**config.mk**
```make
export PLATFORM = sky130hd
export DESIGN_NAME = mipsCpuBus
export DESIGN_NICKNAME = d
export VERILOG_FILES = /design/src/verilog/mipsIsaPkg.sv /design/src/verilog/mipsCtrlPkg.sv /design/src/verilog/mipsDecoder.sv /design/src/verilog/mipsAlu.sv /design/src/verilog/mipsRegisterFile.sv /design/src/verilog/mipsControl.sv /design/src/verilog/mipsCpuBus.sv
export SDC_FILE = /design/constraint.sdc
export NUM_CORES = 2
export LEC_CHECK = 0
export BUFFER_PORTS_ARGS = -buffer_cell sky130_fd_sc_hd__buf_2
export CAP_MARGIN = 20
export CORE_AREA = 5 5 428 430
export CTS_BUF_LIST = sky130_fd_sc_hd__clkbuf_4
export DETAILED_ROUTE_END_ITERATION = 7
export DIE_AREA = 0 0 433 435
export GPL_TIMING_DRIVEN = 1
export HOLD_SLACK_MARGIN = 0.12
export PLACE_DENSITY = 0.57
export SLEW_MARGIN = 10
export SYNTH_ARGS = -nofsm -noshare
export SYNTH_HDL_FRONTEND = slang
export SYNTH_HIERARCHICAL = 1
export SYNTH_SLANG_ARGS = --single-unit
export TNS_END_PERCENT = 50
```
**constraint.sdc**
```tcl
create_clock -name clk -period 11.35 [get_ports clk]
set_input_delay 2.27 -clock clk [delete_from_list [all_inputs] [get_ports clk]]
set_output_delay 2.27 -clock clk [all_outputs]
set_load 0.02 [all_outputs]
```
**src/verilog/mipsIsaPkg.sv**
```systemverilog
package mipsIsaPkg;

    typedef logic [31:0] wordT;
    typedef logic [4:0] regIdxT;
    typedef logic [15:0] immT;
    typedef logic [4:0] shamtT;

    // Primary opcode in instr[31:26]
    typedef enum logic [5:0] {
        OP_RTYPE = 6'b000000,
        OP_J     = 6'b000010,
        OP_BEQ   = 6'b000100,
        OP_BNE   = 6'b000101,
        OP_ADDIU = 6'b001001,
        OP_SLTI  = 6'b001010,
        OP_ANDI  = 6'b001100,
        OP_ORI   = 6'b001101,
        OP_XORI  = 6'b001110,
        OP_LUI   = 6'b001111,
        OP_LW    = 6'b100011,
        OP_SW    = 6'b101011
    } opcodeT;

    // Function field of R-type, instr[5:0]
    typedef enum logic [5:0] {
        FN_SLL  = 6'b000000,
        FN_SRL  = 6'b000010,
        FN_JR   = 6'b001000,
        FN_ADDU = 6'b100001,
        FN_SUBU = 6'b100011,
        FN_AND  = 6'b100100,
        FN_OR   = 6'b100101,
        FN_XOR  = 6'b100110,
        FN_SLT  = 6'b101010,
        FN_SLTU = 6'b101011
    } functT;

endpackage

```
**src/verilog/mipsCtrlPkg.sv**
```systemverilog
package mipsCtrlPkg;

    typedef enum logic [2:0] {
        FETCH     = 3'd0,
        DECODE    = 3'd1,
        EXEC      = 3'd2,
        MEM       = 3'd3,
        WRITEBACK = 3'd4,
        HALTED    = 3'd7
    } cpuStateT;

    typedef enum logic [3:0] {
        ALU_AND  = 4'd0,
        ALU_OR   = 4'd1,
        ALU_XOR  = 4'd2,
        ALU_ADD  = 4'd3,
        ALU_SUB  = 4'd4,
        ALU_SLT  = 4'd5,
        ALU_SLTU = 4'd6,
        ALU_SLL  = 4'd7,
        ALU_SRL  = 4'd8,
        ALU_LUI  = 4'd9
    } aluOpT;

    // Decoded controls for one instruction
    typedef struct packed {
        aluOpT aluOp;
        logic useImm;
        logic zeroExtImm;
        mipsIsaPkg::shamtT shamt;
        mipsIsaPkg::immT imm;
        mipsIsaPkg::regIdxT destReg;
        logic regWrite;
        logic memRead;
        logic memWrite;
        logic isBranchEq;
        logic isBranchNe;
        logic isJump;
        logic isJumpReg;
        logic [25:0] jumpTarget;
    } ctrlT;

endpackage

```
**src/verilog/mipsDecoder.sv**
```systemverilog
`timescale 1ns/1ps

module mipsDecoder (
    input mipsIsaPkg::wordT instr,
    output mipsCtrlPkg::ctrlT ctrl
);

    mipsIsaPkg::opcodeT opcode;
    mipsIsaPkg::functT funct;
    mipsIsaPkg::regIdxT rt;
    mipsIsaPkg::regIdxT rd;

    assign opcode = mipsIsaPkg::opcodeT'(instr[31:26]);
    assign funct = mipsIsaPkg::functT'(instr[5:0]);
    assign rt = instr[20:16];
    assign rd = instr[15:11];

    always_comb begin
        // Anything not matched below falls through as a no-op
        ctrl = '0;
        ctrl.aluOp = mipsCtrlPkg::ALU_ADD;
        ctrl.shamt = instr[10:6];
        ctrl.imm = instr[15:0];
        ctrl.jumpTarget = instr[25:0];
        ctrl.destReg = rt;

        case (opcode)
            mipsIsaPkg::OP_RTYPE: begin
                ctrl.destReg = rd;
                ctrl.regWrite = 1'b1;
                case (funct)
                    mipsIsaPkg::FN_ADDU: ctrl.aluOp = mipsCtrlPkg::ALU_ADD;
                    mipsIsaPkg::FN_SUBU: ctrl.aluOp = mipsCtrlPkg::ALU_SUB;
                    mipsIsaPkg::FN_AND:  ctrl.aluOp = mipsCtrlPkg::ALU_AND;
                    mipsIsaPkg::FN_OR:   ctrl.aluOp = mipsCtrlPkg::ALU_OR;
                    mipsIsaPkg::FN_XOR:  ctrl.aluOp = mipsCtrlPkg::ALU_XOR;
                    mipsIsaPkg::FN_SLT:  ctrl.aluOp = mipsCtrlPkg::ALU_SLT;
                    mipsIsaPkg::FN_SLTU: ctrl.aluOp = mipsCtrlPkg::ALU_SLTU;
                    mipsIsaPkg::FN_SLL:  ctrl.aluOp = mipsCtrlPkg::ALU_SLL;
                    mipsIsaPkg::FN_SRL:  ctrl.aluOp = mipsCtrlPkg::ALU_SRL;
                    mipsIsaPkg::FN_JR: begin
                        ctrl.regWrite = 1'b0;
                        ctrl.isJumpReg = 1'b1;
                    end
                    default: ctrl.regWrite = 1'b0;
                endcase
            end
            mipsIsaPkg::OP_ADDIU: begin
                ctrl.useImm = 1'b1;
                ctrl.regWrite = 1'b1;
            end
            mipsIsaPkg::OP_SLTI: begin
                ctrl.aluOp = mipsCtrlPkg::ALU_SLT;
                ctrl.useImm = 1'b1;
                ctrl.regWrite = 1'b1;
            end
            mipsIsaPkg::OP_ANDI,
            mipsIsaPkg::OP_ORI,
            mipsIsaPkg::OP_XORI: begin
                ctrl.aluOp = (opcode == mipsIsaPkg::OP_ANDI) ? mipsCtrlPkg::ALU_AND :
                             (opcode == mipsIsaPkg::OP_ORI) ? mipsCtrlPkg::ALU_OR :
                             mipsCtrlPkg::ALU_XOR;
                // Logical immediates are zero extended
                ctrl.useImm = 1'b1;
                ctrl.zeroExtImm = 1'b1;
                ctrl.regWrite = 1'b1;
            end
            mipsIsaPkg::OP_LUI: begin
                ctrl.aluOp = mipsCtrlPkg::ALU_LUI;
                ctrl.useImm = 1'b1;
                ctrl.zeroExtImm = 1'b1;
                ctrl.regWrite = 1'b1;
            end
            mipsIsaPkg::OP_LW: begin
                ctrl.useImm = 1'b1;
                ctrl.memRead = 1'b1;
                ctrl.regWrite = 1'b1;
            end
            mipsIsaPkg::OP_SW: begin
                ctrl.useImm = 1'b1;
                ctrl.memWrite = 1'b1;
            end
            mipsIsaPkg::OP_BEQ: begin
                ctrl.aluOp = mipsCtrlPkg::ALU_SUB;
                ctrl.isBranchEq = 1'b1;
            end
            mipsIsaPkg::OP_BNE: begin
                ctrl.aluOp = mipsCtrlPkg::ALU_SUB;
                ctrl.isBranchNe = 1'b1;
            end
            mipsIsaPkg::OP_J: ctrl.isJump = 1'b1;
            default: ctrl.regWrite = 1'b0;
        endcase
    end

endmodule

```
**src/verilog/mipsAlu.sv**
```systemverilog
`timescale 1ns/1ps

module mipsAlu (
    input mipsCtrlPkg::aluOpT op,
    input mipsIsaPkg::wordT a,
    input mipsIsaPkg::wordT b,
    input mipsIsaPkg::shamtT shamt,
    output mipsIsaPkg::wordT result,
    output logic zero
);

    logic lessSigned;
    logic lessUnsigned;

    assign lessSigned = $signed(a) < $signed(b);
    assign lessUnsigned = a < b;

    always_comb begin
        case (op)
            mipsCtrlPkg::ALU_AND:  result = a & b;
            mipsCtrlPkg::ALU_OR:   result = a | b;
            mipsCtrlPkg::ALU_XOR:  result = a ^ b;
            mipsCtrlPkg::ALU_ADD:  result = a + b;
            mipsCtrlPkg::ALU_SUB:  result = a - b;
            mipsCtrlPkg::ALU_SLT:  result = {31'b0, lessSigned};
            mipsCtrlPkg::ALU_SLTU: result = {31'b0, lessUnsigned};
            // Shifts act on rt, which arrives on b
            mipsCtrlPkg::ALU_SLL:  result = b << shamt;
            mipsCtrlPkg::ALU_SRL:  result = b >> shamt;
            mipsCtrlPkg::ALU_LUI:  result = {b[15:0], 16'h0000};
            default:               result = a + b;
        endcase
    end

    // Used by BEQ/BNE after a subtract
    assign zero = (result == '0);

endmodule

```
**src/verilog/mipsRegisterFile.sv**
```systemverilog
`timescale 1ns/1ps

module mipsRegisterFile (
    input logic clk,
    input logic reset,
    input mipsIsaPkg::regIdxT rdIdxA,
    input mipsIsaPkg::regIdxT rdIdxB,
    output mipsIsaPkg::wordT rdDataA,
    output mipsIsaPkg::wordT rdDataB,
    input logic wrEn,
    input mipsIsaPkg::regIdxT wrIdx,
    input mipsIsaPkg::wordT wrData,
    output mipsIsaPkg::wordT registerV0
);

    mipsIsaPkg::wordT regs [0:31];

    always_ff @(posedge clk) begin
        if (reset) begin
            for (int i = 0; i < 32; i++) begin
                regs[i] <= '0;
            end
        end else if (wrEn && wrIdx != 5'd0) begin
            regs[wrIdx] <= wrData;
        end
    end

    assign rdDataA = regs[rdIdxA];
    assign rdDataB = regs[rdIdxB];

    // v0 tap for the outside world
    assign registerV0 = regs[2];

    // $zero survives any attempted write
    zeroRegHolds: assert property (
        @(posedge clk) disable iff (reset)
        wrEn && wrIdx == 5'd0 |=> regs[0] == '0
    ) else $error("register 0 changed after a write to it");

endmodule

```
**src/verilog/mipsControl.sv**
```systemverilog
`timescale 1ns/1ps

module mipsControl #(
    parameter mipsIsaPkg::wordT resetVector = 32'hBFC0_0000
) (
    input logic clk,
    input logic reset,
    input mipsCtrlPkg::ctrlT ctrl,
    output mipsIsaPkg::wordT instr,
    output mipsIsaPkg::regIdxT rdIdxA,
    output mipsIsaPkg::regIdxT rdIdxB,
    input mipsIsaPkg::wordT rdDataA,
    input mipsIsaPkg::wordT rdDataB,
    output logic wrEn,
    output mipsIsaPkg::regIdxT wrIdx,
    output mipsIsaPkg::wordT wrData,
    output mipsCtrlPkg::aluOpT aluOp,
    output mipsIsaPkg::wordT aluA,
    output mipsIsaPkg::wordT aluB,
    output mipsIsaPkg::shamtT aluShamt,
    input mipsIsaPkg::wordT aluResult,
    input logic aluZero,
    output logic active,
    output mipsIsaPkg::wordT address,
    output logic write,
    output logic read,
    input logic waitrequest,
    output mipsIsaPkg::wordT writedata,
    output logic [3:0] byteenable,
    input mipsIsaPkg::wordT readdata
);

    mipsCtrlPkg::cpuStateT state;
    mipsIsaPkg::wordT pc;
    mipsIsaPkg::wordT pcPlus4;
    mipsIsaPkg::wordT opA;
    mipsIsaPkg::wordT opB;
    mipsIsaPkg::wordT result;
    mipsIsaPkg::wordT immExt;
    mipsIsaPkg::wordT branchTarget;
    mipsIsaPkg::wordT jumpTarget;
    mipsIsaPkg::wordT target;
    logic booting;
    logic takeBranch;
    logic branchTaken;
    logic delaySlot;
    logic memAccess;

    assign pcPlus4 = pc + 32'd4;

    // Register read ports come straight from the latched word
    assign rdIdxA = instr[25:21];
    assign rdIdxB = instr[20:16];

    assign immExt = ctrl.zeroExtImm ? {16'h0000, ctrl.imm} : {{16{ctrl.imm[15]}}, ctrl.imm};

    assign aluOp = ctrl.aluOp;
    assign aluA = opA;
    assign aluB = ctrl.useImm ? immExt : opB;
    assign aluShamt = ctrl.shamt;

    assign branchTarget = pcPlus4 + {{14{ctrl.imm[15]}}, ctrl.imm, 2'b00};
    assign jumpTarget = {pcPlus4[31:28], ctrl.jumpTarget, 2'b00};
    assign takeBranch = (ctrl.isBranchEq && aluZero) || (ctrl.isBranchNe && !aluZero) ||
                        ctrl.isJump || ctrl.isJumpReg;

    assign wrEn = (state == mipsCtrlPkg::WRITEBACK) && ctrl.regWrite;
    assign wrIdx = ctrl.destReg;
    assign wrData = result;

    // Bus master
    assign memAccess = ctrl.memRead || ctrl.memWrite;
    assign read = (state == mipsCtrlPkg::FETCH && !booting && pc != '0) ||
                  (state == mipsCtrlPkg::MEM && ctrl.memRead);
    assign write = (state == mipsCtrlPkg::MEM) && ctrl.memWrite;
    assign address = (state == mipsCtrlPkg::FETCH) ? pc : result;
    assign writedata = opB;
    assign byteenable = (read || write) ? 4'b1111 : 4'b0000;

    always_ff @(posedge clk) begin
        if (reset) begin
            state <= mipsCtrlPkg::FETCH;
            pc <= resetVector;
            booting <= 1'b1;
            active <= 1'b1;
            branchTaken <= 1'b0;
            delaySlot <= 1'b0;
        end else begin
            booting <= 1'b0;
            case (state)
                mipsCtrlPkg::FETCH: begin
                    // Bus stays idle for one cycle after reset
                    if (!booting) begin
                        if (pc == '0) begin
                            state <= mipsCtrlPkg::HALTED;
                            active <= 1'b0;
                        end else if (!waitrequest) begin
                            state <= mipsCtrlPkg::DECODE;
                        end
                    end
                end
                mipsCtrlPkg::DECODE: state <= mipsCtrlPkg::EXEC;
                mipsCtrlPkg::EXEC: begin
                    state <= mipsCtrlPkg::MEM;
                    if (takeBranch) begin
                        branchTaken <= 1'b1;
                    end
                end
                mipsCtrlPkg::MEM: begin
                    if (!memAccess || !waitrequest) begin
                        state <= mipsCtrlPkg::WRITEBACK;
                    end
                end
                mipsCtrlPkg::WRITEBACK: begin
                    state <= mipsCtrlPkg::FETCH;
                    // Delay slot runs first, the target is loaded after it
                    pc <= delaySlot ? target : pcPlus4;
                    delaySlot <= branchTaken;
                    branchTaken <= 1'b0;
                end
                default: state <= mipsCtrlPkg::HALTED;
            endcase
        end
    end

    // Datapath registers
    always_ff @(posedge clk) begin
        if (state == mipsCtrlPkg::FETCH && read && !waitrequest) begin
            instr <= readdata;
        end
        if (state == mipsCtrlPkg::DECODE) begin
            opA <= rdDataA;
            opB <= rdDataB;
        end
        if (state == mipsCtrlPkg::EXEC) begin
            result <= aluResult;
            if (takeBranch) begin
                target <= ctrl.isJumpReg ? opA : (ctrl.isJump ? jumpTarget : branchTarget);
            end
        end
        // Load data replaces the address once the read completes
        if (state == mipsCtrlPkg::MEM && ctrl.memRead && !waitrequest) begin
            result <= readdata;
        end
    end

    busExclusive: assert property (
        @(posedge clk) disable iff (reset)
        !(read && write)
    ) else $error("read and write asserted together");

    busAligned: assert property (
        @(posedge clk) disable iff (reset)
        (read || write) |-> address[1:0] == 2'b00
    ) else $error("unaligned bus address %h", address);

    busHeldDuringWait: assert property (
        @(posedge clk) disable iff (reset)
        (read || write) && waitrequest |=>
            $stable(read) && $stable(write) && $stable(address) && $stable(byteenable) &&
            (!write || $stable(writedata))
    ) else $error("bus outputs changed while waitrequest was high");

endmodule

```
**src/verilog/mipsCpuBus.sv**
```systemverilog
`timescale 1ns/1ps

module mipsCpuBus #(
    parameter mipsIsaPkg::wordT resetVector = 32'hBFC0_0000
) (
    input logic clk,
    input logic reset,
    output logic active,
    output mipsIsaPkg::wordT registerV0,
    output mipsIsaPkg::wordT address,
    output logic write,
    output logic read,
    input logic waitrequest,
    output mipsIsaPkg::wordT writedata,
    output logic [3:0] byteenable,
    input mipsIsaPkg::wordT readdata
);

    mipsCtrlPkg::ctrlT ctrl;
    mipsIsaPkg::wordT instr;
    mipsIsaPkg::regIdxT rdIdxA;
    mipsIsaPkg::regIdxT rdIdxB;
    mipsIsaPkg::wordT rdDataA;
    mipsIsaPkg::wordT rdDataB;
    logic wrEn;
    mipsIsaPkg::regIdxT wrIdx;
    mipsIsaPkg::wordT wrData;
    mipsCtrlPkg::aluOpT aluOp;
    mipsIsaPkg::wordT aluA;
    mipsIsaPkg::wordT aluB;
    mipsIsaPkg::shamtT aluShamt;
    mipsIsaPkg::wordT aluResult;
    logic aluZero;

    mipsControl #(
        .resetVector(resetVector)
    ) controlInst (
        .clk(clk),
        .reset(reset),
        .ctrl(ctrl),
        .instr(instr),
        .rdIdxA(rdIdxA),
        .rdIdxB(rdIdxB),
        .rdDataA(rdDataA),
        .rdDataB(rdDataB),
        .wrEn(wrEn),
        .wrIdx(wrIdx),
        .wrData(wrData),
        .aluOp(aluOp),
        .aluA(aluA),
        .aluB(aluB),
        .aluShamt(aluShamt),
        .aluResult(aluResult),
        .aluZero(aluZero),
        .active(active),
        .address(address),
        .write(write),
        .read(read),
        .waitrequest(waitrequest),
        .writedata(writedata),
        .byteenable(byteenable),
        .readdata(readdata)
    );

    mipsDecoder decoderInst (
        .instr(instr),
        .ctrl(ctrl)
    );

    mipsRegisterFile regFileInst (
        .clk(clk),
        .reset(reset),
        .rdIdxA(rdIdxA),
        .rdIdxB(rdIdxB),
        .rdDataA(rdDataA),
        .rdDataB(rdDataB),
        .wrEn(wrEn),
        .wrIdx(wrIdx),
        .wrData(wrData),
        .registerV0(registerV0)
    );

    mipsAlu aluInst (
        .op(aluOp),
        .a(aluA),
        .b(aluB),
        .shamt(aluShamt),
        .result(aluResult),
        .zero(aluZero)
    );

endmodule

```
==> flow_summary.ini <==
[global_routing]
first_pass_grt_wire_length_mm = 442
globalRouteOverflowTotal = 0
maximum_number_of_pins_on_one_net_before_global_route_repair = 116
track_usage_pct = 32.4
via_count_of_the_first_global_routing_pass = 60137
antenna_found_initial = 29

[synth]
yosys.cell_types.count = 107
synth_warnings = 6
synth-async-reset-ratio_pct = 0
ys_seq_elements = 1223
syn_avg_cell_area_um2 = 10.8
synth_top_cell_by_area = sky130_fd_sc_hd__edfxtp_1
synth_flop_cell = sky130_fd_sc_hd__edfxtp_1
synth_area_leaders = sky130_fd_sc_hd__edfxtp_1, sky130_fd_sc_hd__mux2i_1, sky130_fd_sc_hd__and2_1
synth_seq_area_share_pct = 46.4
cell_area_after_technology_mapping_um2 = 78300
synth-edff-count = 1184
netlist_instances = 7255
synth_largest_type_area_fraction_pct = 45.4

[critical_path]
arrival_ns = 9.97
path_class = reg -> reg
path_max_fanout = 33
reg2reg_slack_ns = 2.31
gate_family_responsible_for_the_most_delay_along_the_worst_path = simple AND/OR/NAND/NOR gates
timing.critical_path.buf_inv = 2
critical_path.cell_chain = and4bb_1, o21ai_1, a21oi_1, or2_1, buf_4, nand3b_1, o21ai_0, buf_4, mux4_2, mux2i_1, nor2_1, a2111o_1, a2111o_1, or4_1, or4_1, or4_1, nor4_1, nand4_1, nor3_2, mux2i_1, a21oi_4
cp-start-kind = flip-flop
cp_slowest_cell = sky130_fd_sc_hd__a21oi_4
critical-path-max-stage-delay_ns = 0.86
endpoint_kind = flip-flop
required_ns = 12.28
critPathMostFrequentCell = sky130_fd_sc_hd__or4_1

[cells_and_area]
final_layout_size_suffix_gt1_share_pct = 15.5
area_delta_synth_final_pct = 7.95
finish.net_count = 7437

[sta]
final.setup.tns_ns = 0
worst-slew-pin-transition_ns = 1.18
tcrit_tclk_final_pct = 79.6
setup_viol = 0
hold_viol_final = 0
fin_ws_ns = 2.31
finalMaxSlewViolations = 0
fmax_mhz = 111
worst_clock_skew_ns = 0.157
final_critical_path_time_including_i_o_delays_and_setup_ns = 9.04
rsz0062_at_grt = false
timing.slew.headroom_pct = 21.5

[power]
static_leakage_power_nw = 34.2
power.density_cell_area_nw_per_um2 = 137
ir_worst_vdd_mv = 0.104

[floorplan]
initial_core_util_pct = 43.7
die_y_um = 435
die_width_um = 433
design.die.area_um2 = 188000
coreArea_um2 = 179000
placement_rows = 156
ioPinCount = 138

[cts]
clock_sink_count = 1223
clkTransAtPathRegs_ns = 0.06
cts.hold.buffers_added = 0
clock_tree_from_tritoncts = done
cts-buffers-inserted = 358
worstSkewPairLatency_ns = 1.42
postCtsSetupBuffers = 0
cts.path.max_buffers = 4
clock-root-buffer = sky130_fd_sc_hd__clkbuf_4
ctsResizeCount = 0
h-tree-depth = 5

[route]
routed_wire_length_per_instance_um = 31.8
detailroute.via_count = 61791
routed-wl-met2_mm = 143
routed_via_density = 6.24
drt_first_pass_iters = 8
drt.antenna.violating_nets = 0
route.final.wire_length_mm = 315
drt_drc_violations_left = 0
detailroute.wirelength.met3_mm = 24.9
drt-initial-drc-count = 6812
top_signal_layer_used = met5
drt-met1-wl_mm = 129

[hold_path]
hold_class = reg -> reg

[place]
finalWeightedCongestion = 1.00
place_hpwl_mm = 208
portBuffers = 137
placement.setup.worst_slack_ns = 2.44

[run]
maxCapViolations = 0

[outcome]
run_status = finished, final reports clean
==> power breakdown <==
group / switching (mW) / internal [mW]
clock: 1.99 / 2.21
sequential: 0.172 / 5.14
combinational: 1.42 / 0.683
==> cell type report <==
cell class	count	area, µm²
timing repair buffer	345	2380
antenna	18	45.0
sequential	1223	36300
clock inverter	74	372
clock buffer	537	4030
multi-input combinational	5193	37900
tap	2370	2970
inverter	144	541
fill	16618	94800
==> cell families after synthesis <==
group | count (synthesis) | share of synthesized area (%)
simple gates | 2381 | 16.4
xor+xnor | 57 | 0.647
fa+ha+maj | 138 | 2.23
buf+inv | 870 | 5.61
flops | 1223 | 46.4
mux | 1265 | 17.3
other cells | 1 | 0.00479
compound gates | 1320 | 11.4
==> layer usage <==
metal / global-route usage, % / vias up
li1: - / 26856
met1: 43.1 / 31182
met2: 50.7 / 3038
met3: 6.03 / 699
met4: 16.3 / 16
met5: 0 / -
==> layout by cell type, fill, tap and decap left out, types with 43 or more instances in the layout <==
| cell | n |
|---|---|
| sky130_fd_sc_hd__ha_1 | 134 |
| sky130_fd_sc_hd__clkbuf_4 | 537 |
| sky130_fd_sc_hd__a21oi_1 | 374 |
| sky130_fd_sc_hd__a22o_1 | 132 |
| sky130_fd_sc_hd__a211oi_1 | 43 |
| sky130_fd_sc_hd__buf_4 | 198 |
| sky130_fd_sc_hd__a22oi_1 | 209 |
| sky130_fd_sc_hd__nor2_1 | 232 |
| sky130_fd_sc_hd__mux4_2 | 55 |
| sky130_fd_sc_hd__a31oi_1 | 84 |
| sky130_fd_sc_hd__nand2_1 | 493 |
| sky130_fd_sc_hd__buf_2 | 136 |
| sky130_fd_sc_hd__mux2_2 | 81 |
| sky130_fd_sc_hd__o22ai_1 | 47 |
| sky130_fd_sc_hd__nor3_1 | 111 |
| sky130_fd_sc_hd__o21ai_0 | 117 |
| sky130_fd_sc_hd__mux2i_1 | 1118 |
| sky130_fd_sc_hd__inv_1 | 141 |
| sky130_fd_sc_hd__edfxtp_1 | 1184 |
| sky130_fd_sc_hd__and2_1 | 1004 |
| sky130_fd_sc_hd__nand3_1 | 244 |
| sky130_fd_sc_hd__clkinv_1 | 61 |
==> synthesized netlist by cell type (23+ instances only) <==
master and n:
sky130_fd_sc_hd__inv_1 141, sky130_fd_sc_hd__o211ai_1 40, sky130_fd_sc_hd__nor2_1 251, sky130_fd_sc_hd__a221oi_1 24
sky130_fd_sc_hd__a22o_1 132, sky130_fd_sc_hd__nand3_1 244, sky130_fd_sc_hd__mux2i_1 1118, sky130_fd_sc_hd__dfxtp_1 39
sky130_fd_sc_hd__xnor2_1 33, sky130_fd_sc_hd__buf_1 41, sky130_fd_sc_hd__nor3_1 113, sky130_fd_sc_hd__nand2_1 493
sky130_fd_sc_hd__mux2_2 81, sky130_fd_sc_hd__nand4_1 23, sky130_fd_sc_hd__clkbuf_2 56, sky130_fd_sc_hd__a21o_1 30
sky130_fd_sc_hd__clkbuf_1 336, sky130_fd_sc_hd__a21oi_1 375, sky130_fd_sc_hd__ha_1 134, sky130_fd_sc_hd__buf_6 49
sky130_fd_sc_hd__nor2b_1 31, sky130_fd_sc_hd__and3_1 25, sky130_fd_sc_hd__xor2_1 23, sky130_fd_sc_hd__nand2b_1 37
sky130_fd_sc_hd__a31oi_1 84, sky130_fd_sc_hd__mux4_2 55, sky130_fd_sc_hd__buf_4 144, sky130_fd_sc_hd__or2_2 40
sky130_fd_sc_hd__nor4_1 24, sky130_fd_sc_hd__edfxtp_1 1184, sky130_fd_sc_hd__buf_2 95, sky130_fd_sc_hd__a211oi_1 43
sky130_fd_sc_hd__o22ai_1 47, sky130_fd_sc_hd__o21ai_0 122, sky130_fd_sc_hd__and2_1 1006, sky130_fd_sc_hd__a22oi_1 209
==> metrics by stage <==
stage,power (mW),instance area (µm²),hold slack (ns),utilization [%],std cells
CTS,11.7,84500,0.459,47.1,9886
global route,12.1,84500,0.467,47.1,9893
finish,11.6,84500,0.457,47.1,9904
global placement,7.44,80000,0.437,44.6,9273
detailed placement,7.45,80100,0.436,44.6,9275
floorplan,6.65,78400,0.432,-,7286
==> path summary, 6_finish.rpt <==
path | from | end | depth (start not counted)
worst min register to register | controlInst/active$_SDFFE_PP1P_ | controlInst/active$_SDFFE_PP1P_ | 1
worst max-delay path | controlInst/instr[28]$_DFFE_PP_ | controlInst/target[5]$_DFFE_PP_ | 21
worst max register to register | controlInst/instr[28]$_DFFE_PP_ | controlInst/target[5]$_DFFE_PP_ | 21
worst min-delay path | controlInst/active$_SDFFE_PP1P_ | controlInst/active$_SDFFE_PP1P_ | 1
==> flip-flops by register name, summed over array words and instances (netlist names) <==
signal and count:
controlInst/delaySlot 1, controlInst/target 32, controlInst/booting 1, controlInst/aluA 32
controlInst/state 3, controlInst/instr 32, controlInst/branchTaken 1, controlInst/wrData 32
controlInst/pc 32, controlInst/active 1, regFileInst/regs 1024, controlInst/writedata 32
(Power assumes the default switching activity.)
